[src/rtl/hexdisp.sv]
module hexdisp (
  input  logic [3:0] digit,
  output logic [6:0] seg
);

  // Active low, bit 0 is segment a
  always_comb begin
    case (digit)
      4'h0: seg = 7'b1000000;
      4'h1: seg = 7'b1111001;
      4'h2: seg = 7'b0100100;
      4'h3: seg = 7'b0110000;
      4'h4: seg = 7'b0011001;
      4'h5: seg = 7'b0010010;
      4'h6: seg = 7'b0000010;
      4'h7: seg = 7'b1111000;
      4'h8: seg = 7'b0000000;
      4'h9: seg = 7'b0010000;
      4'ha: seg = 7'b0001000;
      4'hb: seg = 7'b0000011;
      4'hc: seg = 7'b1000110;
      4'hd: seg = 7'b0100001;
      4'he: seg = 7'b0000110;
      default: seg = 7'b0001110;
    endcase
  end

endmodule

[config.mk]
export PLATFORM = sky130hd
export DESIGN_NAME = hexdisp
export DESIGN_NICKNAME = d
export VERILOG_FILES = /design/src/rtl/hexdisp.sv
export SDC_FILE = /design/constraint.sdc
export NUM_CORES = 1
export LEC_CHECK = 0
export BUFFER_PORTS_ARGS = -buffer_cell sky130_fd_sc_hd__buf_2
export CORE_AREA = 2 2 39 41
export DETAILED_ROUTE_END_ITERATION = 8
export DIE_AREA = 0 0 41 43
export PLACE_DENSITY = 0.52
export SLEW_MARGIN = 20
export SYNTH_ARGS = -nofsm -noshare
export SYNTH_HDL_FRONTEND = slang
export SYNTH_SLANG_ARGS = --single-unit
export TNS_END_PERCENT = 100
[constraint.sdc]
create_clock -name vclk -period 3
set_clock_uncertainty 0.05 [all_clocks]
set_input_delay 0.3 -clock vclk [all_inputs]
set_output_delay 0.3 -clock vclk [all_outputs]
set_load 0.01 [all_outputs]
==> flow_summary.json <==
{
  "grt_pass1_vias": 210,
  "drt-wirelength-per-cell_um": 9.19,
  "cp.required_ns": 2.65,
  "synthesis.area_sq_um": 275,
  "worstMarginPinSlew_ns": 0.261,
  "first_iter_violations": 1,
  "gp_congestion": 0.738,
  "whs_endpoint": "seg[1]",
  "fmax_mhz": 520,
  "power_frac_seq": 0,
  "antenna_found_initial": 0,
  "core_sq_mm": 0.00138,
  "final_max_slew_viol_count": 0,
  "die_area_sq_mm": 0.00176,
  "switching_share": 0.531,
  "setup.worst_path.start_class": "primary input",
  "post_cts_buffers": 0,
  "vias_per_cell": 4.35,
  "slew_headroom": 0.826,
  "cpMaxStageDelayCell": "or3b_1",
  "path_class": "primary input to output pin",
  "drc_errors": 0,
  "areaGrowthSynthToFinish_pct": 21.4,
  "leakage_nw": 0.190,
  "period_share": 0.640,
  "pwr_density_cell_mw_per_mm2": 135,
  "hold_violations": 0,
  "final_cell_mix": "11 x buf_2, 7 x ha_1, 5 x nor2_1",
  "outcome": "completed",
  "syn_nets": 43,
  "max_cap_violations": 0,
  "synth_cells": 32,
  "peakVddDrop_v": 0.0000298,
  "synth-seq-area-share": 0,
  "rows": 14,
  "cp_cell_sequence": "buf_2 -> inv_1 -> ha_1 -> and2b_2 -> or3b_1 -> o21ai_0 -> buf_2",
  "firstDrtPassIters": 2,
  "layout.nets": 54,
  "worstPathArrival_ns": 1.57,
  "track_usage": 0.0631,
  "start_util": 0.199,
  "cts_resized": 0,
  "die_w_um": 41,
  "fin_setup_tns_ns": 0,
  "numPortBuffers": 11,
  "dpl.hpwl_um": 429,
  "die_h_um": 43,
  "regArea_sq_um": 0,
  "switching_power_mw": 0.0239,
  "avgSynthCellArea_sq_um": 8.60,
  "synthDistinctLibCells": 15,
  "clkbuf_count": 0,
  "design.seq.count": 0,
  "min_from": "digit[1]",
  "fillers": 165,
  "final-setup-viol-count": 0,
  "mostFrequentLayoutCell": "buf_2",
  "ys_warn_count": 0,
  "multiInputGateArea_sq_um": 248,
  "grt_pass1_wl_um": 862,
  "hold_depth": 3,
  "power.total_mw": 0.0449,
  "hold_path_class": "primary input to output pin",
  "final_layout_size_suffix_gt1_frac": 0.317,
  "p_int_mw": 0.0211,
  "grt_setup_unrepaired": "no",
  "cpMostUsedCell": "buf_2",
  "finalCriticalPeriod_ns": 1.92,
  "overflow": 0,
  "grt_max_degree": 13,
  "power_frac_comb": 1.000,
  "cp-end-kind": "output pin",
  "io_pins": 11,
  "diodes": 0,
  "drt-total-wl_um": 524,
  "critPathMaxFanout": 5,
  "hold_buffers": 0,
  "critical-path-max-stage-delay_ns": 0.36,
  "clock_power_share": 0,
  "ant_nets": 0,
  "vias": 248
}
-- synth_stat cells --
master | count | area share
ha_1 | 7 | 0.32
nor2_1 | 5 | 0.068
mux2i_1 | 4 | 0.15
inv_1 | 3 | 0.041
a22o_1 | 2 | 0.064
o21ai_0 | 2 | 0.036
a21oi_1 | 1 | 0.018
a32o_1 | 1 | 0.036
and2b_2 | 1 | 0.032
buf_2 | 1 | 0.018
buf_6 | 1 | 0.041
mux2_2 | 1 | 0.041
mux4_1 | 1 | 0.095
nand2_1 | 1 | 0.014
or3b_1 | 1 | 0.032
-- worst max-delay path by stage --
| stage | slack [ns] | from | end |
|---|---|---|---|
| after floorplan | 1.37 | digit[1] | seg[0] |
| after global placement | 1.08 | digit[1] | seg[0] |
| after detailed placement | 1.08 | digit[1] | seg[0] |
| after CTS | 1.08 | digit[1] | seg[0] |
| after global routing | 0.99 | digit[1] | seg[0] |
| final | 1.08 | digit[1] | seg[0] |
-- final cells by class --
class                           instances  area share
Tap cell                               16      0.0599
Inverter                                3      0.0337
Timing Repair Buffer                   11       0.165
Multi-Input combinational cell         27       0.742
-- power by group through the flow --
stage | logic [mW] | clock network, mW | registers, mW
after global routing | 0.0502 | 0 | 0
after floorplan | 0.0312 | 0 | 0
after detailed placement | 0.0456 | 0 | 0
after CTS | 0.0458 | 0 | 0
after global placement | 0.0459 | 0 | 0
final | 0.0449 | 0 | 0
-- layer usage --
layer | vias to the layer above | GRT usage | part of all wire
li1 | 132 | - | -
met1 | 112 | 0.108 | 0.48
met2 | 4 | 0.0906 | 0.48
met3 | 0 | 0 | 0.038
met4 | 0 | 0 | 0
met5 | - | 0 | 0
-- critical path: cells and delay by family --
family / cells / cell delay [ns]
buffers and inverters: 3 / 0.42
adders and majority gates: 1 / 0.21
AOI/OAI and AO/OA: 1 / 0.07
and+or+nand+nor: 2 / 0.59
-- metrics by stage --
step	util	setup slack, ns	cells	hold WS (ns)	area [sq um]
after floorplan	-	1.37	32	0.734	275
after global placement	0.241	1.08	57	0.954	334
after detailed placement	0.241	1.08	57	0.955	334
after CTS	0.241	1.08	57	0.959	334
after global routing	0.241	0.986	57	0.985	334
final	0.241	1.08	57	0.954	334
-- kinds of logic after synthesis --
family,Yosys count,synth area share
mux,6,0.282
buf+inv,5,0.100
compound gates,6,0.155
simple gates,8,0.145
fa+ha+maj,7,0.318
Power figures use the tool's default switching activity.
