$ cat src/rtl/soc_pkg.sv
package soc_pkg;

  localparam int data_w = 16;
  localparam int addr_w = 32;

  // One bus request from the master, sampled at the rising edge
  typedef struct packed {
    logic              valid;
    logic              write;
    logic              bytectl;
    logic [addr_w-1:0] addr;
    logic [data_w-1:0] wdata;
  } bus_req_t;

  // Slave regions of the memory map
  typedef enum logic [2:0] {
    region_none,
    region_sram,
    region_encoder,
    region_serial0,
    region_serial1,
    region_switch
  } region_t;

  // UART registers, addr bits 3 to 1
  typedef enum logic [2:0] {
    uart_data   = 3'd0,
    uart_status = 3'd1
  } uart_reg_t;

  // Encoder registers, addr bits 2 to 1
  typedef enum logic [1:0] {
    enc_position = 2'd0,
    enc_button   = 2'd1,
    enc_color    = 2'd2
  } enc_reg_t;

  // Serial transmit and receive states
  typedef enum logic [1:0] {
    st_idle,
    st_start,
    st_data,
    st_stop
  } uart_state_t;

endpackage
$ cat src/rtl/mem_select.sv
module mem_select
  import soc_pkg::*;
(
  input  logic [addr_w-1:0] addr,
  output region_t           region
);

  logic in_sram;
  logic in_io;

  // 2 KB of word RAM at the bottom of the map
  assign in_sram = (addr[addr_w-1:11] == '0);

  // Peripheral page at 0x0010_0000, 16 bytes per slave
  assign in_io = (addr[addr_w-1:6] == 26'h0004000);

  always_comb begin
    region = region_none;
    if (in_sram) begin
      region = region_sram;
    end else if (in_io) begin
      case (addr[5:4])
        2'd0: region = region_encoder;
        2'd1: region = region_serial0;
        2'd2: region = region_serial1;
        2'd3: region = region_switch;
        default: region = region_none;
      endcase
    end
  end

endmodule

$ cat config.mk
export PLATFORM = sky130hd
export DESIGN_NAME = mem_select
export DESIGN_NICKNAME = d
export VERILOG_FILES = /design/src/rtl/soc_pkg.sv /design/src/rtl/mem_select.sv
export SDC_FILE = /design/constraint.sdc
export NUM_CORES = 1
export LEC_CHECK = 0
export ABC_AREA = 0
export BUFFER_PORTS_ARGS = -buffer_cell sky130_fd_sc_hd__buf_2
export CORE_AREA = 2 2 39 41
export DETAILED_ROUTE_END_ITERATION = 6
export DIE_AREA = 0 0 41 43
export PLACE_DENSITY = 0.46
export SLEW_MARGIN = 0
export SYNTH_ARGS = -nofsm -noshare
export SYNTH_HDL_FRONTEND = slang
export SYNTH_SLANG_ARGS = --single-unit
$ cat constraint.sdc
create_clock -name vclk -period 1.3
set_clock_uncertainty 0.1 [all_clocks]
set_input_delay 0.065 -clock vclk [all_inputs]
set_output_delay 0.065 -clock vclk [all_outputs]
set_load 0.01 [all_outputs]
==> flow_summary.json <==
{
  "wl_per_cell_um": 8.18,
  "ys_warn_count": 0,
  "syn_inst": 14,
  "crit_required_ns": 1.13,
  "synth_compound_area_share_pct": 8.00,
  "worst_ep_arrival_time_ns": 1.08,
  "dr.pass1.iters": 1,
  "hpwl_um": 474,
  "synth_top_family_by_area": "simple AND/OR/NAND/NOR gates",
  "holdPathEnd": "region[1]",
  "clock_buffers": 0,
  "synth-simple-area-share_pct": 92.0,
  "endpoint_kind": "primary output",
  "final_common_cell": "buf_2",
  "drc": 0,
  "maxCapViolCount": 0,
  "hold_viol": 0,
  "critical_path_class": "in2out",
  "dieArea_mm2": 0.00176,
  "synthAdderAreaFrac_pct": 0,
  "slew_viol_final": 0,
  "regArea_um2": 0,
  "numPlacedInstances": 62,
  "area_growth_pct": 224,
  "vias": 251,
  "period_minus_slack_ns": 1.25,
  "final_core_util_pct": 22.0,
  "fin_nets": 80,
  "worst_pin_slew_ns": 0.222,
  "setup_ws_ns": 0.0500,
  "final_cell_mix": "buf_2 (31), nor4_2 (3), nor4_1 (2), nand3_1 (2)",
  "grt_pass1_wl_um": 621,
  "numPortBuffers": 31,
  "synthXorXnorAreaFrac_pct": 0,
  "io_pins": 35,
  "synthMuxAreaShare_pct": 0,
  "grtUsageTotal_pct": 4.60,
  "hold_path_depth": 3,
  "worst_setup_path_start_kind": "input port",
  "avgSynthCellArea_um2": 6.70,
  "antenna_left": 0,
  "vias_per_cell": 4.05,
  "diodes": 0,
  "seq_cell_count": 0,
  "initial_core_util_pct": 6.78,
  "totalPowerFinal_mw": 0.0574,
  "antenna_found_initial": 0,
  "seq_area_frac_synth_pct": 0,
  "grt_max_degree": 4,
  "yosysUniqueCellTypes": 9,
  "postCtsSetupBuffers": 0,
  "min_from": "addr[5]",
  "pwr_density_cell_mw_per_mm2": 189,
  "stdcell_count": 62,
  "outcome": "completed",
  "drt-total-wl_um": 507,
  "drive_gt1_share_pct": 80.4,
  "hold_class": "in2out",
  "syn_nets": 46,
  "drt-initial-drc-count": 0,
  "rows": 14,
  "gr-total-overflow": 0,
  "core-area_mm2": 0.00138,
  "place_congestion": 0.613,
  "max_freq_mhz": 800,
  "post-route-period-util_pct": 96.2,
  "slew_headroom_pct": 85.1,
  "grt_pass1_vias": 196,
  "leakage_nw": 0.143,
  "place_ws_ns": 0.00155,
  "setup_viol": 0,
  "die_w_um": 41,
  "dieHeight_um": 43,
  "synth_area_um2": 93.8,
  "cp_max_fo": 3,
  "hold_ws_ns": 0.292,
  "vdd_ir_drop_max_mv": 0.0579
}
## area by class of cell
type	instances	area, um^2
Timing Repair Buffer	32	163
Fill cell	172	1080
Tap cell	16	20.0
Multi-Input combinational cell	14	121
## where the power goes
group          internal (mW)  switching [mW]
Clock                      0               0
Combinational         0.0363          0.0211
Sequential                 0               0
## worst max-delay path by stage
| stage | to | cells past startpoint | start | slack [ns] |
|---|---|---|---|---|
| 6_report | region[1] | 4 | addr[11] | 0.05 |
| 5_1_grt | region[2] | 5 | addr[19] | -0.03 |
| 4_1_cts | region[1] | 5 | addr[19] | 0.02 |
| 3_5_place_dp | region[1] | 4 | addr[11] | 0.002 |
| 3_3_place_gp | region[1] | 4 | addr[11] | 0.008 |
| 2_1_floorplan | region[1] | 2 | addr[11] | 0.18 |
## critical path, cell delays in order
cell    delay (ns)
buf_2         0.09
or4_4         0.54
nor4_2        0.22
buf_2         0.17
## logic make-up (layout without fill, tap and decap cells)
kind of cell,Yosys count,after routing
buffers and inverters,0,32
AO/OA/AOI/OAI,1,1
AND/OR/NAND/NOR,13,13
## cell usage after synthesis, drive strengths merged
library cell	n	area, um^2
nor2b	1	6.26
a211oi	1	7.51
or4	1	11.3
nand2	1	3.75
nor3	1	5.00
nand3	2	10.0
nand4	1	6.26
nor4	6	43.8
## routing by layer
layer / track usage [%] / vias to the layer above / share of wire [%]
met5: 0 / - / 0
met4: 0 / 0 / 0
met3: 0.524 / 0 / 21
met2: 10.6 / 21 / 52
met1: 3.48 / 103 / 27
li1: - / 127 / -
## stage by stage
| step | area, um^2 | TNS, ns |
|---|---|---|
| 6_report | 304 | 0 |
| 5_1_grt | 304 | -0.0445 |
| 4_1_cts | 277 | 0 |
| 3_5_place_dp | 277 | 0 |
| 3_3_place_gp | 277 | 0 |
| 2_1_floorplan | 93.8 | 0 |
## repair_timing
item                       in CTS  in global routing
hold endpoints to repair        0                  0
pin swaps                       1                  2
hold buffers                    0                  0
setup endpoints to repair       1                  3
gates resized for setup         0                  4
Note: power is estimated with default switching activity, not from simulation.
