$ cat src/rtl/soc_pkg.sv
package soc_pkg;

  localparam int data_w = 16;
  localparam int addr_w = 32;

  // One bus request from the master, sampled at the rising edge
  typedef struct packed {
    logic              valid;
    logic              write;
    logic              bytectl;
    logic [addr_w-1:0] addr;
    logic [data_w-1:0] wdata;
  } bus_req_t;

  // Slave regions of the memory map
  typedef enum logic [2:0] {
    region_none,
    region_sram,
    region_encoder,
    region_serial0,
    region_serial1,
    region_switch
  } region_t;

  // UART registers, addr bits 3 to 1
  typedef enum logic [2:0] {
    uart_data   = 3'd0,
    uart_status = 3'd1
  } uart_reg_t;

  // Encoder registers, addr bits 2 to 1
  typedef enum logic [1:0] {
    enc_position = 2'd0,
    enc_button   = 2'd1,
    enc_color    = 2'd2
  } enc_reg_t;

  // Serial transmit and receive states
  typedef enum logic [1:0] {
    st_idle,
    st_start,
    st_data,
    st_stop
  } uart_state_t;

endpackage
$ cat src/rtl/uart.sv
module uart
  import soc_pkg::*;
#(
  parameter int clks_per_bit = 434
) (
  input  logic              clock_50,
  input  logic              rst,
  input  logic              sel,
  input  bus_req_t          bus_req,
  input  logic              rx,
  output logic [data_w-1:0] rdata,
  output logic              tx
);

  localparam int cnt_w = $clog2(clks_per_bit);
  localparam logic [cnt_w-1:0] bit_end = cnt_w'(clks_per_bit - 1);
  localparam logic [cnt_w-1:0] half_end = cnt_w'(clks_per_bit / 2 - 1);

  uart_reg_t   reg_sel;
  logic        wr;
  logic        rd;
  logic        tx_busy;
  uart_state_t tx_state;
  logic [cnt_w-1:0] tx_cnt;
  logic [2:0]  tx_bit;
  logic [7:0]  tx_shift;
  uart_state_t rx_state;
  logic [cnt_w-1:0] rx_cnt;
  logic [2:0]  rx_bit;
  logic [7:0]  rx_shift;
  logic [1:0]  rx_sync;
  logic [7:0]  rx_byte;
  logic        rx_valid;

  assign reg_sel = uart_reg_t'(bus_req.addr[3:1]);
  assign wr = sel && bus_req.write;
  assign rd = sel && !bus_req.write;
  assign tx_busy = (tx_state != st_idle);

  // Line stays high outside a frame
  assign tx = (tx_state == st_start) ? 1'b0 :
              (tx_state == st_data) ? tx_shift[0] : 1'b1;

  always_ff @(posedge clock_50) begin
    if (rst) begin
      tx_state <= st_idle;
      tx_cnt <= '0;
      tx_bit <= '0;
    end else begin
      case (tx_state)
        st_idle: begin
          // Writes while busy never reach this branch
          if (wr && reg_sel == uart_data) begin
            tx_shift <= bus_req.wdata[7:0];
            tx_cnt <= '0;
            tx_state <= st_start;
          end
        end
        st_start: begin
          tx_cnt <= tx_cnt + 1'b1;
          if (tx_cnt == bit_end) begin
            tx_cnt <= '0;
            tx_bit <= '0;
            tx_state <= st_data;
          end
        end
        st_data: begin
          tx_cnt <= tx_cnt + 1'b1;
          if (tx_cnt == bit_end) begin
            tx_cnt <= '0;
            tx_shift <= tx_shift >> 1;
            tx_bit <= tx_bit + 1'b1;
            if (tx_bit == 3'd7) tx_state <= st_stop;
          end
        end
        default: begin
          tx_cnt <= tx_cnt + 1'b1;
          if (tx_cnt == bit_end) tx_state <= st_idle;
        end
      endcase
    end
  end

  always_ff @(posedge clock_50) begin
    if (rst) begin
      rx_sync <= 2'b11;
      rx_state <= st_idle;
      rx_cnt <= '0;
      rx_bit <= '0;
      rx_valid <= 1'b0;
      rdata <= '0;
    end else begin
      rx_sync <= {rx_sync[0], rx};
      rdata <= '0;
      if (rd && reg_sel == uart_data) begin
        rdata <= {8'h00, rx_byte};
        rx_valid <= 1'b0;
      end else if (rd && reg_sel == uart_status) begin
        rdata <= {14'h0000, rx_valid, tx_busy};
      end
      case (rx_state)
        st_idle: begin
          rx_cnt <= '0;
          if (!rx_sync[1]) rx_state <= st_start;
        end
        st_start: begin
          // Confirm the start bit at its middle
          rx_cnt <= rx_cnt + 1'b1;
          if (rx_cnt == half_end) begin
            rx_cnt <= '0;
            rx_bit <= '0;
            rx_state <= rx_sync[1] ? st_idle : st_data;
          end
        end
        st_data: begin
          rx_cnt <= rx_cnt + 1'b1;
          if (rx_cnt == bit_end) begin
            rx_cnt <= '0;
            rx_shift <= {rx_sync[1], rx_shift[7:1]};
            rx_bit <= rx_bit + 1'b1;
            if (rx_bit == 3'd7) rx_state <= st_stop;
          end
        end
        default: begin
          rx_cnt <= rx_cnt + 1'b1;
          if (rx_cnt == bit_end) begin
            rx_state <= st_idle;
            // New byte wins over an unread one and over a clearing read
            if (rx_sync[1]) begin
              rx_byte <= rx_shift;
              rx_valid <= 1'b1;
            end
          end
        end
      endcase
    end
  end

endmodule

$ cat config.mk
export PLATFORM = sky130hd
export DESIGN_NAME = uart
export DESIGN_NICKNAME = d
export VERILOG_FILES = /design/src/rtl/soc_pkg.sv /design/src/rtl/uart.sv
export SDC_FILE = /design/constraint.sdc
export NUM_CORES = 1
export LEC_CHECK = 0
export ABC_AREA = 1
export BUFFER_PORTS_ARGS = -buffer_cell sky130_fd_sc_hd__buf_2
export CORE_MARGIN = 2
export CORE_UTILIZATION = 25
export CTS_BUF_LIST = sky130_fd_sc_hd__clkbuf_4 sky130_fd_sc_hd__clkbuf_8 sky130_fd_sc_hd__clkbuf_16
export CTS_CLUSTER_DIAMETER = 50
export CTS_CLUSTER_SIZE = 25
export DETAILED_ROUTE_END_ITERATION = 6
export GPL_TIMING_DRIVEN = 0
export MAX_ROUTING_LAYER = met4
export PLACE_DENSITY = 0.53
export SLEW_MARGIN = 20
export SYNTH_ARGS = -nofsm -noshare
export SYNTH_HDL_FRONTEND = slang
export SYNTH_SLANG_ARGS = --single-unit
export TNS_END_PERCENT = 10
$ cat constraint.sdc
create_clock -name clock_50 -period 5.2 [get_ports clock_50]
set_input_delay 0.52 -clock clock_50 [delete_from_list [all_inputs] [get_ports clock_50]]
set_output_delay 0.52 -clock clock_50 [all_outputs]
set_load 0.01 [all_outputs]
==> results of run 1 <==
==> registers in the layout, summed over array words and instances, names as in the netlist, 3 cells and up <==
| name | flops |
|---|---|
| rdata | 8 |
| rx_bit | 3 |
| rx_byte | 8 |
| rx_cnt | 9 |
| rx_shift | 8 |
| tx_bit | 3 |
| tx_cnt | 9 |
| tx_shift | 8 |
==> cell type report <==
class / instances / share of cell area
Sequential cell: 63 / 0.414
Multi-Input combinational cell: 231 / 0.334
Clock buffer: 10 / 0.0659
Inverter: 48 / 0.0497
Tap cell: 143 / 0.0494
Timing Repair Buffer: 24 / 0.0331
Clock inverter: 6 / 0.0297
Buffer: 13 / 0.0238
==> through the flow <==
stage	power, uW	cell area (um2)	hold WS, ps
after floorplan	1000	2970	389
after global placement	1100	3270	401
after detailed placement	1110	3270	398
after CTS	1810	3610	396
after global routing	1920	3620	402
final	1800	3620	401
==> path summary, 6_finish.rpt <==
kind	startpoint	to	cells after the start
hold / removal	rx	rx_sync[0]	2
hold reg to reg	rx_sync[0]	rx_sync[1]	1
setup reg to reg	rx_cnt[0]	rx_byte[6]	5
setup / recovery	tx_state[0]	tx	7
==> per-layer routing <==
metal	part of all wire	routed length, um	vias to the layer above
met2	0.45	2400	49
met3	0.048	255	10
met4	0.017	89	0
met1	0.48	2560	979
li1	-	-	1165
met5	0	0	-
==> kinds of logic (layout without fill, tap and decap cells) <==
family / Yosys count / count (layout) / synth area share
buffers and inverters: 61 / 101 / 0.0906
other: 1 / 8 / 0.00127
flip-flops: 63 / 63 / 0.510
AO/OA/AOI/OAI: 24 / 24 / 0.0497
XOR/XNOR: 6 / 6 / 0.0179
adder cells (fa/ha/maj): 13 / 13 / 0.0553
AND/OR/NAND/NOR: 180 / 180 / 0.275
==> power groups by stage <==
stage,Sequential (uW),Clock [uW],Combinational [uW]
finish,614,690,491
global route,620,733,566
CTS,614,703,492
detailed placement,623,0,490
global placement,620,0,480
floorplan,614,0,391
==> cell usage in the layout (no fill, tap or decap), drive strengths merged <==
| cell | count |
|---|---|
| nand2 | 94 |
| o21ai | 12 |
| conb | 8 |
| clkbuf | 14 |
| xnor2 | 1 |
| edfxtp | 24 |
| nand3 | 11 |
| bufinv | 3 |
| nor4 | 3 |
| nand4 | 9 |
| o21bai | 1 |
| xor2 | 5 |
| a21oi | 9 |
| clkinv | 3 |
| or2 | 4 |
| dfxtp | 39 |
| nor3 | 4 |
| ha | 13 |
| nor2 | 55 |
| inv | 48 |
| buf | 33 |
| o21a | 1 |
| a211oi | 1 |
==> worst max-delay path, stage by stage, from the launching register on <==
cell and delay (ps):
dfxtp_1 390, inv_1 80, ha_1 250, inv_1 100, clkbuf_1 370, nor2_1 70, nor2_1 90, buf_2 140
==> out/qor.yml, run 1 <==
outcome: "completed"
yosysWarningCount: 0
critPathRequiredTime_ps: 4680
synthCells: 348
drt_iter0_markers: 108
setup-tns-final_ps: 0
max_freq_ghz: 0.426
dpl.hpwl_um: 3890
num_vias: 2203
avgSynthCellArea_um2: 8.46
dr.pass1.iters: 5
clkSlewWorstSetupHoldPaths_ps: 60
period_share: 0.451
critPathKind: "reg2out"
netlist.area_leader.share: 0.265
end_kind: "primary output"
nets: 458
die_x_um: 112
fin_cells: 538
cp-start-kind: "register"
numClockSinks: 63
drive_gt1_frac: 0.197
p_seq_frac: 0.342
p_comb_frac: 0.274
syn2layout_area_growth_pct: 23.2
yosys.area.top_type: "dfxtp_1"
yosys.cell_types.count: 35
ff_latch_area_um2: 1500
clock_path_buffers: 2
grt_pass1_wl_um: 9090
cts-root-buf: "clkbuf_16"
setup_viol_count_final: 0
p_per_area_nw_per_um2: 495
clock_skew_ps: 6.88
ctsHoldBuffers: 0
htreeDepth: 3
diodes: 0
place.gp.congestion: 0.816
cts_setup_buffers: 0
tightest_slew_ps: 994
busiest_layer: "met2"
ioPinCount: 72
chipHeight_um: 112
worstPathMaxFanout: 10
p_sw_frac: 0.318
drc: 0
overflow: 0
portBuffers: 24
cts_buffers: 9
layout_setup_ws_ps: 2850
avgRoutedWirePerCell_um: 9.86
p_leak_uw: 0.00164
maxSlewHeadroom: 0.332
switchingPower_uw: 570
ys_ff_latch: 63
post-route-util: 0.316
ir_drop_v: 0.000294
dpl_worst_slack_ps: 2590
dpl.cell_count: 522
multi_input_area_um2: 1210
rsz0062_at_grt: "false"
cap_violations: 0
intPower_uw: 1220
cp.arrival_ps: 1830
met3_usage: 0.0270
pwr-share-clk: 0.384
rows: 39
core_um2: 11500
period_needed_ps: 2350
syn_area_um2: 2940
start_util: 0.257
cts_tree: "done"
seq_area_frac_synth: 0.510
post_cts_resized: 0
routed_wl_um: 5310
fillers: 1192
hold_viol_final: 0
hp-class: "in2reg"
grt_use_total: 0.0905
grt_use_met1: 0.108
antenna_found_initial: 0
synth_common_cells: "nand2_1, nor2_1, inv_1"
r2r_slack_ps: 3140
synth.most_common_cell: "nand2_1"
clk_latency_ps: 320
grt_max_degree: 12
via_per_inst: 4.09
drv_slew: 0
final_antenna_net_count: 0
synth_enable_flop_cells: 24
die_area_um2: 12700
ys.flop_type: "dfxtp_1"
first_global_vias: 2020
netlist_top_cells_area: "dfxtp_1, edfxtp_1, nand2_1"
met2_usage: 0.145
synthArstFlopShare: 0
(Power assumes the default switching activity.)
==> inputs of run 2 (changes only) <==
--- a/config.mk
+++ b/config.mk
@@ -15,7 +15,7 @@
 export DETAILED_ROUTE_END_ITERATION = 6
 export GPL_TIMING_DRIVEN = 0
 export MAX_ROUTING_LAYER = met4
-export PLACE_DENSITY = 0.53
+export PLACE_DENSITY = 0.55
 export SLEW_MARGIN = 20
 export SYNTH_ARGS = -nofsm -noshare
 export SYNTH_HDL_FRONTEND = slang
==> constraint.sdc (replaced) <==
create_clock -name clock_50 -period 2 [get_ports clock_50]
set_input_delay 0.2 -clock clock_50 [delete_from_list [all_inputs] [get_ports clock_50]]
set_output_delay 0.2 -clock clock_50 [all_outputs]
set_load 0.01 [all_outputs]
==> out/qor.yml, run 2 (synthesis gave the netlist of run 1 again) <==
outcome: "completed"
chipHeight_um: 112  # unchanged
nets: 459  # +0.22%
final_common_cell: "nand2_1"
drt_iter0_markers: 120  # +11%
final_antenna_net_count: 0  # unchanged
period_share: 0.909
maxSlewHeadroom: 0.487  # +0.155
drive_gt1_frac: 0.207  # +0.00960
r2r_slack_ps: 190  # -2950 ps
grt_pass1_wl_um: 9140  # +0.53%
cts_buffers: 9  # unchanged
htreeDepth: 3  # unchanged
hp-class: "in2reg"
first_global_vias: 2085  # +3.2%
dr.pass1.iters: 4  # -1
rows: 39  # unchanged
clkSlewWorstSetupHoldPaths_ps: 50  # about the same
end_kind: "primary output"
core_um2: 11500  # unchanged
clock_path_buffers: 2  # unchanged
die_area_um2: 12700  # unchanged
p_leak_uw: 0.00164  # about the same
clock_skew_ps: 6.05  # -0.826 ps
p_per_area_nw_per_um2: 1230  # +150%
cp.arrival_ps: 1620  # -210 ps
hold_viol_final: 0  # unchanged
cts-root-buf: "clkbuf_16"
cts_tree: "done"
critPathRequiredTime_ps: 1800  # -2880 ps
drc: 0  # unchanged
holdPathStages: 2  # unchanged
final_cell_mix: "nand2_1, nor2_1, inv_1"
num_vias: 2171  # -1.5%
portBuffers: 24  # unchanged
place.gp.congestion: 0.779  # -4.6%
ir_drop_v: 0.000549  # +87%
cap_violations: 0  # unchanged
total_power_uw: 4440  # +150%
ioPinCount: 72  # unchanged
grt_max_degree: 11  # -1
ctsHoldBuffers: 0  # unchanged
tightest_slew_ps: 769  # -225 ps
clk_latency_ps: 330  # about the same
setup_viol_count_final: 0  # unchanged
fin_area_um2: 3620  # about the same
period_needed_ps: 1820
start_util: 0.257  # unchanged
via_per_inst: 4.03  # -1.6%
max_freq_ghz: 0.550
die_x_um: 112  # unchanged
place_area_um2: 3270  # +0.15%
numClockSinks: 63  # unchanged
avgRoutedWirePerCell_um: 9.71  # -1.5%
top_regs: "rx_cnt (9), tx_cnt (9)"
routed_wl_um: 5240  # -1.4%
cp-start-kind: "register"
grt_use_total: 0.0940  # +0.00349
critPathKind: "reg2out"
drv_slew: 0  # unchanged
syn2layout_area_growth_pct: 23.1  # about the same
rsz0062_at_grt: "false"
antenna_found_initial: 0  # unchanged
dpl.hpwl_um: 3720  # -4.2%
diodes: 0  # unchanged
rr_worst_depth: 6  # +1
worstPathMaxFanout: 10  # unchanged
overflow: 0  # unchanged
==> run 2: layout make-up <==
| cell class | instances | area [um2] |
|---|---|---|
| fillers | 1186 | 7850 |
| flip-flops and latches | 63 | 1500 |
| multi-input cells | 231 | 1230 |
| clock buffers | 12 | 254 |
| inverters | 48 | 180 |
| well taps | 143 | 179 |
| repair buffers | 25 | 140 |
| plain buffers | 13 | 87.6 |
| clock inverters | 4 | 45.0 |
==> run 2: power breakdown <==
group	switching, uW	internal, uW
Combinational	847	452
Clock	532	1020
Sequential	96.9	1500
Total	1480	2970
==> run 2: worst max-delay path: stages (launching register included) <==
cell	delay, ps
dfxtp_2	350
inv_1	70
ha_1	250
inv_1	110
buf_2	240
nor2_1	60
nor2_1	80
buf_2	130
==> run 2: path summary, 6_finish.rpt <==
check / from / endpoint
min reg2reg: rx_sync[0] / rx_sync[1]
max: tx_state[0] / tx
min: rx / rx_sync[0]
max reg2reg: tx_state[1] / tx_shift[7]
==> run 2: layer usage <==
| metal | wire, um | GRT usage | vias to the layer above |
|---|---|---|---|
| li1 | - | - | 1163 |
| met1 | 2590 | 0.108 | 974 |
| met2 | 2310 | 0.144 | 27 |
| met3 | 261 | 0.0410 | 7 |
| met4 | 69 | 0.0390 | 0 |
| met5 | 0 | - | - |
==> run 2: per-stage QoR <==
stage                     setup WS [ps]  instances  setup TNS, ps  hold slack (ps)  utilization
after floorplan                     195        355              0              304            -
after global placement            -85.1        522           -886              391        0.285
after detailed placement           -193        522          -2850              395        0.285
after CTS                          -179        538          -2850             60.2        0.312
after global routing               19.2        539              0             75.4        0.316
final                               182        539              0             72.3        0.316
==> run 2: what timing repair did <==
action / CTS / global route
endpoints found under the setup margin: 26 / 25
setup buffers: 0 / 1
gates resized for setup: 2 / 3
pin swaps: 0 / 1
gates cloned: 0 / 0
