--- config.mk ---
export PLATFORM = sky130hd
export DESIGN_NAME = rgb_enc
export DESIGN_NICKNAME = d
export VERILOG_FILES = /design/src/rtl/soc_pkg.sv /design/src/rtl/rgb_enc.sv
export SDC_FILE = /design/constraint.sdc
export NUM_CORES = 1
export LEC_CHECK = 0
export BUFFER_PORTS_ARGS = -buffer_cell sky130_fd_sc_hd__clkbuf_2
export CAP_MARGIN = 10
export CORE_UTILIZATION = 37
export DETAILED_ROUTE_END_ITERATION = 10
export PLACE_DENSITY_LB_ADDON = 0.2
export SLEW_MARGIN = 30
export SYNTH_ARGS = -nofsm -noshare
export SYNTH_HDL_FRONTEND = slang
export SYNTH_SLANG_ARGS = --single-unit
--- constraint.sdc ---
create_clock -name clock_50 -period 1.8 [get_ports clock_50]
set_clock_uncertainty 0.15 [all_clocks]
set_input_delay 0.27 -clock clock_50 [delete_from_list [all_inputs] [get_ports clock_50]]
set_output_delay 0.27 -clock clock_50 [all_outputs]
set_load 0.01 [all_outputs]
--- src/rtl/soc_pkg.sv ---
package soc_pkg;

  localparam int data_w = 16;
  localparam int addr_w = 32;

  // One bus request from the master, sampled at the rising edge
  typedef struct packed {
    logic              valid;
    logic              write;
    logic              bytectl;
    logic [addr_w-1:0] addr;
    logic [data_w-1:0] wdata;
  } bus_req_t;

  // Slave regions of the memory map
  typedef enum logic [2:0] {
    region_none,
    region_sram,
    region_encoder,
    region_serial0,
    region_serial1,
    region_switch
  } region_t;

  // UART registers, addr bits 3 to 1
  typedef enum logic [2:0] {
    uart_data   = 3'd0,
    uart_status = 3'd1
  } uart_reg_t;

  // Encoder registers, addr bits 2 to 1
  typedef enum logic [1:0] {
    enc_position = 2'd0,
    enc_button   = 2'd1,
    enc_color    = 2'd2
  } enc_reg_t;

  // Serial transmit and receive states
  typedef enum logic [1:0] {
    st_idle,
    st_start,
    st_data,
    st_stop
  } uart_state_t;

endpackage
--- src/rtl/rgb_enc.sv ---
module rgb_enc
  import soc_pkg::*;
(
  input  logic              clock_50,
  input  logic              rst,
  input  logic              sel,
  input  bus_req_t          bus_req,
  input  logic [1:0]        quad,
  input  logic              pb,
  output logic [data_w-1:0] rdata,
  output logic [2:0]        rgb
);

  enc_reg_t   reg_sel;
  logic       wr;
  logic       rd;
  logic [1:0] quad_s1;
  logic [1:0] quad_s2;
  logic [1:0] quad_prev;
  logic [1:0] pb_s;
  logic       step_up;
  logic       step_dn;
  logic [4:0] position;
  logic [2:0] rgb_q;

  assign reg_sel = enc_reg_t'(bus_req.addr[2:1]);
  assign wr = sel && bus_req.write;
  assign rd = sel && !bus_req.write;
  assign rgb = rgb_q;

  // Gray order 00 01 11 10 counts up
  always_comb begin
    step_up = 1'b0;
    step_dn = 1'b0;
    case ({quad_prev, quad_s2})
      4'b0001, 4'b0111, 4'b1110, 4'b1000: step_up = 1'b1;
      4'b0010, 4'b1011, 4'b1101, 4'b0100: step_dn = 1'b1;
      default: ;
    endcase
  end

  always_ff @(posedge clock_50) begin
    if (rst) begin
      quad_s1 <= '0;
      quad_s2 <= '0;
      quad_prev <= '0;
      pb_s <= '0;
      position <= '0;
      rgb_q <= '0;
      rdata <= '0;
    end else begin
      quad_s1 <= quad;
      quad_s2 <= quad_s1;
      quad_prev <= quad_s2;
      pb_s <= {pb_s[0], pb};
      if (wr && reg_sel == enc_position && bus_req.wdata < 16'd24) begin
        position <= bus_req.wdata[4:0];
      end else if (step_up) begin
        position <= (position == 5'd23) ? 5'd0 : position + 1'b1;
      end else if (step_dn) begin
        position <= (position == 5'd0) ? 5'd23 : position - 1'b1;
      end
      if (wr && reg_sel == enc_color) rgb_q <= bus_req.wdata[2:0];
      rdata <= '0;
      if (rd) begin
        case (reg_sel)
          enc_position: rdata <= {11'h000, position};
          enc_button: rdata <= {15'h0000, pb_s[1]};
          enc_color: rdata <= {13'h0000, rgb_q};
          default: rdata <= '0;
        endcase
      end
    end
  end

endmodule

==> key figures, run 1 <==
Run status
  • Outcome: finished with violations
  • Violated checks: DRC

Synth
  • Synthesized area per cell: 9.42 sq um
  • Main synth FF type: dfxtp_1
  • Number of synthesized flops with an enable pin: 0
  • Async SR Flop Fraction: 0%
  • Largest area contributor in the netlist: dfxtp_1
  • Sequential share of the synthesized area: 37.2%
  • Syn Inst Count: 120
  • YS warnings: 0
  • Synth cell types: 41
  • Post-synth top area share: 37.2%
  • Top cells by count, synth: dfxtp_1, nor2_1, buf_4
  • Post-synthesis sequential element count: 21
  • Post-Syn Area: 1130 sq um
  • Most common cell in the netlist: dfxtp_1
  • Synth area leaders: dfxtp_1, buf_4, mux2i_1, nor2b_1, nor2_1

Power
  • Clock network power share: 22.6%
  • Peak VDD IR: 0.434 mV
  • Flop pwr share: 50.9%
  • NetSw: 304 uW
  • Leakage: 0.000633 uW
  • Internal: 712 uW
  • Pwr Total: 1020 uW
  • Pwr/cell area: 715 nW/um^2
  • Gate power share: 26.5%
  • Switching Fraction: 29.9%

Layout
  • Cell area after layout: 1420 sq um
  • Multi-input logic area: 681 sq um
  • Finished Layout Cells: 193
  • Area Overhead vs Synth: 25.8%
  • FILL cells: 282
  • Sequential cell area: 423 sq um
  • Fin nets: 222
  • Antenna Cells: 0
  • Share of cells above drive strength 1: 37.0%

Die
  • Starting Density: 39.9%
  • Number of I/O pins: 76
  • Die area: 3280 sq um
  • Die X: 57.3 microns
  • Core box area: 2830 sq um
  • Core Rows: 19
  • Chip height: 57.3 microns

Setup path
  • CP Cell Sequence: buf_4 > inv_1 > ha_1 > o211a_1 > a2111o_1 > o2111ai_2 > a21oi_2
  • Critical Path AT: 1.75 ns
  • CP Max Fanout: 6
  • CP endpoint: position[4]$_SDFFE_PP0P_
  • WS Path Type: register to register
  • Worst-case reg-to-reg path depth: 7
  • CP endpoint kind: register
  • R2R Path End: position[4]$_SDFFE_PP0P_
  • Worst r2r src: position[0]$_SDFFE_PP0P_
  • CP max stage cell: a2111o_1
  • Max incr delay on CP: 0.40 ns
  • Worst EP required: 1.84 ns
  • R2r setup slk: 0.09 ns
  • Startpoint types: register
  • Worst Setup SP: position[0]$_SDFFE_PP0P_

Route
  • Uppermost layer routed: met3
  • WL final: 2.19 mm
  • Vias/cell: 4.90
  • Met3 WL: 118 microns
  • First-pass iteration count of the detailed router: 7
  • Detail Route Antenna Nets: 0
  • WL met1: 1.05 mm
  • DRC violations left: 5
  • Initial DRC count: 19
  • Detail Route met2 WL: 1.02 mm
  • Vias: 945
  • WL per Instance: 11.3 microns

Global routing
  • Initial antenna violation count: 0
  • Largest net degree at the start of global routing: 19
  • Vias in the first global route: 837
  • Gr ovfl total: 0
  • First-pass GRT wire length: 3.63 mm
  • GRT Total Usage: 14.1%

Clocking
  • H-tree depth: 1
  • Clk slew on worst S/H paths: 0.13 ns
  • Clock tree buffer depth: 2
  • CTS tree: done
  • Total CTS buffers: 3
  • Root Buffer: clkbuf_4
  • Clock Sinks: 21
  • Clk_lat worst skew: 0.31 ns

Timing
  • Fin Setup TNS: 0 ns
  • Final Critical Period: 1.71 ns
  • Setup violations, final: 0
  • Hold violation total from the final report: 0
  • Setup ws final: 0.0885 ns
  • Final period util: 95.1%
  • Highest Clock Rate: 0.584 GHz
  • Slew Limit Fails: 0

Placed design
  • Routability cong.: 0.849
  • # placed instances: 188
  • DP Wirelength: 1.74 mm
  • PortBufs: 32
  • Placed inst area: 1340 sq um
  • Pre-CTS setup slack: -0.0527 ns

Hold path
  • Worst Hold Depth: 2
  • Hold WC Path Type: input port to register

Job
  • Maxcap violations: 0
==> flip-flops by register name (all words and copies together), names as in the netlist <==
register	flops
position	5
rdata	5
rgb	3
pb_s	2
quad_prev	2
quad_s1	2
quad_s2	2
==> power groups by stage <==
stage / clock (uW) / sequential, uW / combinational [uW]
4_1_cts: 240 / 516 / 257
6_report: 230 / 518 / 269
2_1_floorplan: 0 / 521 / 180
3_5_place_dp: 0 / 526 / 249
5_1_grt: 257 / 522 / 299
3_3_place_gp: 0 / 525 / 248
==> through the flow <==
stage | util [%] | hold WS (ns)
finish | 50.2 | 0.00934
global route | 50.2 | 0.000562
CTS | 48.7 | 0.0000966
detailed placement | 47.4 | 0.279
global placement | 47.4 | 0.270
floorplan | - | 0.197
==> area by class of cell <==
class | instances | share of cell area [%]
Inverter | 3 | 0.792
Timing Repair Buffer | 42 | 16.7
Clock buffer | 3 | 1.58
Multi-Input combinational cell | 92 | 47.9
Sequential cell | 21 | 29.8
Clock inverter | 1 | 0.528
Tap cell | 31 | 2.73
==> logic make-up (layout without fill, tap and decap cells) <==
family	Yosys count	count (layout)	share of synthesized area, %
adders and majority gates	2	2	2.21
buffers and inverters	17	49	9.30
other	1	11	0.332
AOI/OAI and AO/OA	16	16	11.4
and+or+nand+nor	49	49	24.9
xor gates and xnor gates	7	7	8.42
muxes	7	7	6.20
DFF	21	21	37.2
==> layer usage <==
layer / track usage (%) / up-vias
met3: 3.85 / 0
li1: - / 478
met2: 23.0 / 34
met4: 2.09 / 0
met1: 19.1 / 433
met5: 0 / -
==> worst min path at each step <==
stage / startpoint / endpoint / slack, ns
6_report: pb / pb_s[0]$_SDFF_PP0_ / 0.009
4_1_cts: bus_req[49] / rdata[0]$_SDFF_PP0_ / 0.0001
3_5_place_dp: quad_s1[0]$_SDFF_PP0_ / quad_s2[0]$_SDFF_PP0_ / 0.28
5_1_grt: pb / pb_s[0]$_SDFF_PP0_ / 0.0006
3_3_place_gp: pb_s[0]$_SDFF_PP0_ / pb_s[1]$_SDFF_PP0_ / 0.27
2_1_floorplan: bus_req[49] / rdata[0]$_SDFF_PP0_ / 0.20
==> repair_timing <==
item	CTS	global route
hold buffers	0	1
setup buffers	0	0
pin swaps	0	2
gates resized for setup	2	7
hold endpoints to repair	0	1
endpoints found under the setup margin	1	3
==> critical path, delay by kind of cell, from the launching register on <==
family | cells | cell delay [ns]
fa+ha+maj | 1 | 0.22
compound gates | 4 | 0.67
buf+inv | 2 | 0.20
flops | 1 | 0.35
==> layout by cell type (no fill, tap or decap), drive strengths merged, types with 3 or more instances in the layout <==
master | Yosys | layout
xnor2 | 3 | 3
conb | 1 | 11
mux2i | 7 | 7
inv | 3 | 3
nor2 | 13 | 13
a21oi | 4 | 4
xor2 | 4 | 4
a211oi | 3 | 3
nand2 | 5 | 5
clkbuf | 2 | 35
nor2b | 9 | 9
dfxtp | 21 | 21
buf | 12 | 9
nor3 | 5 | 5
Power figures use the tool's default switching activity.
==> run 2: changes to the inputs <==
- ABC_AREA: not set -> 1
- CORE_UTILIZATION: 37 -> 40
==> run 2 against run 1 <==
The flow now finishes without violations; clock-buffer cell count is the same; highest routed layer is now met4; largest power group unchanged; combinational power about the same; largest cell class unchanged; global-route usage increased by 2.0 points; critical endpoint is now position[0]$_SDFFE_PP0P_; worst hold slack gained 0.070 ns.
==> key figures, run 2 <==
Run status
  • Outcome: finished clean

Die
  • Die X: 60.1 microns
  • Starting Density: 43.2%
  • Core box area: 3130 sq um
  • Number of I/O pins: 76
  • Chip height: 60.1 microns
  • Die area: 3610 sq um
  • Core Rows: 20

Synth
  • Main synth FF type: dfxtp_1
  • Most common cell in the netlist: nand2_1
  • Post-synthesis sequential element count: 21
  • Synth cell types: 31
  • Largest area contributor in the netlist: dfxtp_1
  • Number of synthesized flops with an enable pin: 0
  • Top cells by count, synth: nand2_1, nor2_1, inv_1
  • Synth area leaders: dfxtp_1, nand2_1, nor2_1, buf_4, inv_1
  • Post-Syn Area: 1350 sq um
  • YS warnings: 0
  • Syn Inst Count: 199
  • Post-synth top area share: 31.1%
  • Sequential share of the synthesized area: 31.1%
  • Synthesized area per cell: 6.79 sq um
  • Async SR Flop Fraction: 0%

Setup path
  • R2r setup slk: 0.26 ns
  • Critical Path AT: 1.60 ns
  • Max incr delay on CP: 0.40 ns
  • CP Buf/Inv Count: 2
  • CP top delay family: simple AND/OR/NAND/NOR gates
  • CP max stage cell: dfxtp_2
  • CP Cell Sequence: inv_1 > ha_1 > nand3_1 > nand2_1 > nand2_1 > nand2_1 > nand3_1 > nand3_1 > nand2_1 > inv_1
  • WS Path Type: register to register
  • CP endpoint kind: register
  • Most used cell, CP: nand2_1
  • Worst EP required: 1.86 ns
  • Startpoint types: register
  • CP Max Fanout: 6

Clocking
  • Clk_lat worst skew: 0.30 ns
  • Root Buffer: clkbuf_4
  • Post-CTS Setup Bufs: 0
  • Clk slew on worst S/H paths: 0.11 ns
  • Total CTS buffers: 3
  • Clock Sinks: 21
  • Clock tree buffer depth: 2
  • CTS tree: done
  • H-tree depth: 1

Layout
  • Finished Layout Cells: 280
  • Antenna Cells: 0
  • Commonest non-fill, non-tap cells in the layout: nand2_1, clkbuf_2, nor2_1
  • Share of cells above drive strength 1: 25.0%
  • Fin nets: 296
  • Commonest non-fill, non-tap cell in the layout: nand2_1
  • Area Overhead vs Synth: 16.5%

Route
  • Vias/cell: 4.41
  • First-pass iteration count of the detailed router: 4
  • DRC violations left: 0
  • Detail Route Antenna Nets: 0
  • Vias: 1235
  • WL per Instance: 9.06 microns
  • WL final: 2.54 mm
  • Initial DRC count: 27

Timing
  • RSZ-0062 raised after global routing: no
  • Fin Setup TNS: 0 ns
  • Hold WS: 0.0790 ns
  • Hold violation total from the final report: 0
  • Highest Clock Rate: 0.651 GHz
  • Setup violations, final: 0
  • Final Critical Period: 1.54 ns
  • Setup ws final: 0.263 ns
  • Final period util: 85.4%
  • Slew Limit Fails: 0

Global routing
  • Largest net degree at the start of global routing: 13
  • Vias in the first global route: 1101
  • Gr ovfl total: 0
  • GRT Total Usage: 16.1%
  • Initial antenna violation count: 0
  • First-pass GRT wire length: 4.43 mm

Placed design
  • PortBufs: 32
  • Pre-CTS setup slack: 0.167 ns
  • DP Wirelength: 2.14 mm
  • # placed instances: 273
  • Routability cong.: 0.750

Power
  • Peak VDD IR: 0.344 mV
  • Leakage: 0.000815 uW
  • Pwr/cell area: 639 nW/um^2

Job
  • Maxcap violations: 0

Hold path
  • Hold WC Path Type: input port to register
[run 2: cell count changes after synthesis, moves of 4 or more]
| cell | change |
|---|---|
| inv_1 | +19 |
| mux2i_1 | -7 |
| nand2_1 | +44 |
| nand2_2 | +5 |
| nand3_1 | +14 |
| nor2_1 | +17 |
| nor2_4 | +4 |
| nor2b_1 | -8 |
[run 2: final cells by class]
class                   count  area [sq um]
repair buffers             36           198
flip-flops and latches     21           423
clock buffers               3          22.5
well taps                  44          55.1
fillers                   345          1550
clock inverters             1          5.00
inverters                  28           110
multi-input cells         147           761
[run 2: logic make-up (layout without fill, tap and decap cells)]
logic type / Yosys count / after routing / synth area share (%)
compound gates: 9 / 9 / 3.70
simple gates: 120 / 120 / 44.4
xor+xnor: 5 / 5 / 3.24
fa+ha+maj: 2 / 2 / 1.85
other cells: 1 / 11 / 0.278
buf+inv: 41 / 68 / 15.4
flops: 21 / 21 / 31.1
[run 2: where the power goes]
group	leakage, uW	internal, uW	switching [uW]
Combinational	0.000625	112	158
Sequential	0.000172	490	29.0
Clock	0.0000177	82.8	134
[run 2: metal layers]
| metal | track usage [%] | vias up | wire (microns) |
|---|---|---|---|
| met5 | 0 | - | 0 |
| met4 | 6.98 | 0 | 26 |
| met3 | 1.30 | 4 | 75 |
| met2 | 27.5 | 27 | 1230 |
| met1 | 20.6 | 538 | 1200 |
| li1 | - | 666 | - |
[run 2: stage by stage]
| step | instance area, sq um | util (%) | power (uW) |
|---|---|---|---|
| after floorplan | 1390 | - | 740 |
| after global placement | 1510 | 48.4 | 792 |
| after detailed placement | 1510 | 48.4 | 796 |
| after CTS | 1570 | 50.2 | 1020 |
| after global routing | 1570 | 50.3 | 1090 |
| final | 1570 | 50.3 | 1010 |
[run 2: tightest hold or removal path, stage by stage]
cell and delay (ns):
clkbuf_2 0.09, nor3_1 0.06, nand2_1 0.06, inv_1 0.03
[run 2: final timing paths]
kind,startpoint,to,cells after the start
worst max-delay path,position[0]$_SDFFE_PP0P_,position[0]$_SDFFE_PP0P_,10
worst min-delay path,bus_req[49],rdata[0]$_SDFF_PP0_,4
worst max register to register,position[0]$_SDFFE_PP0P_,position[0]$_SDFFE_PP0P_,10
worst min register to register,quad_s1[0]$_SDFF_PP0_,quad_s2[0]$_SDFF_PP0_,2
[run 2: what timing repair did]
| item | 4_1_cts | 5_1_grt |
|---|---|---|
| resized for setup | 0 | 2 |
| hold buffers | 3 | 0 |
| hold endpoints to repair | 3 | 0 |
| endpoints found under the setup margin | 0 | 2 |
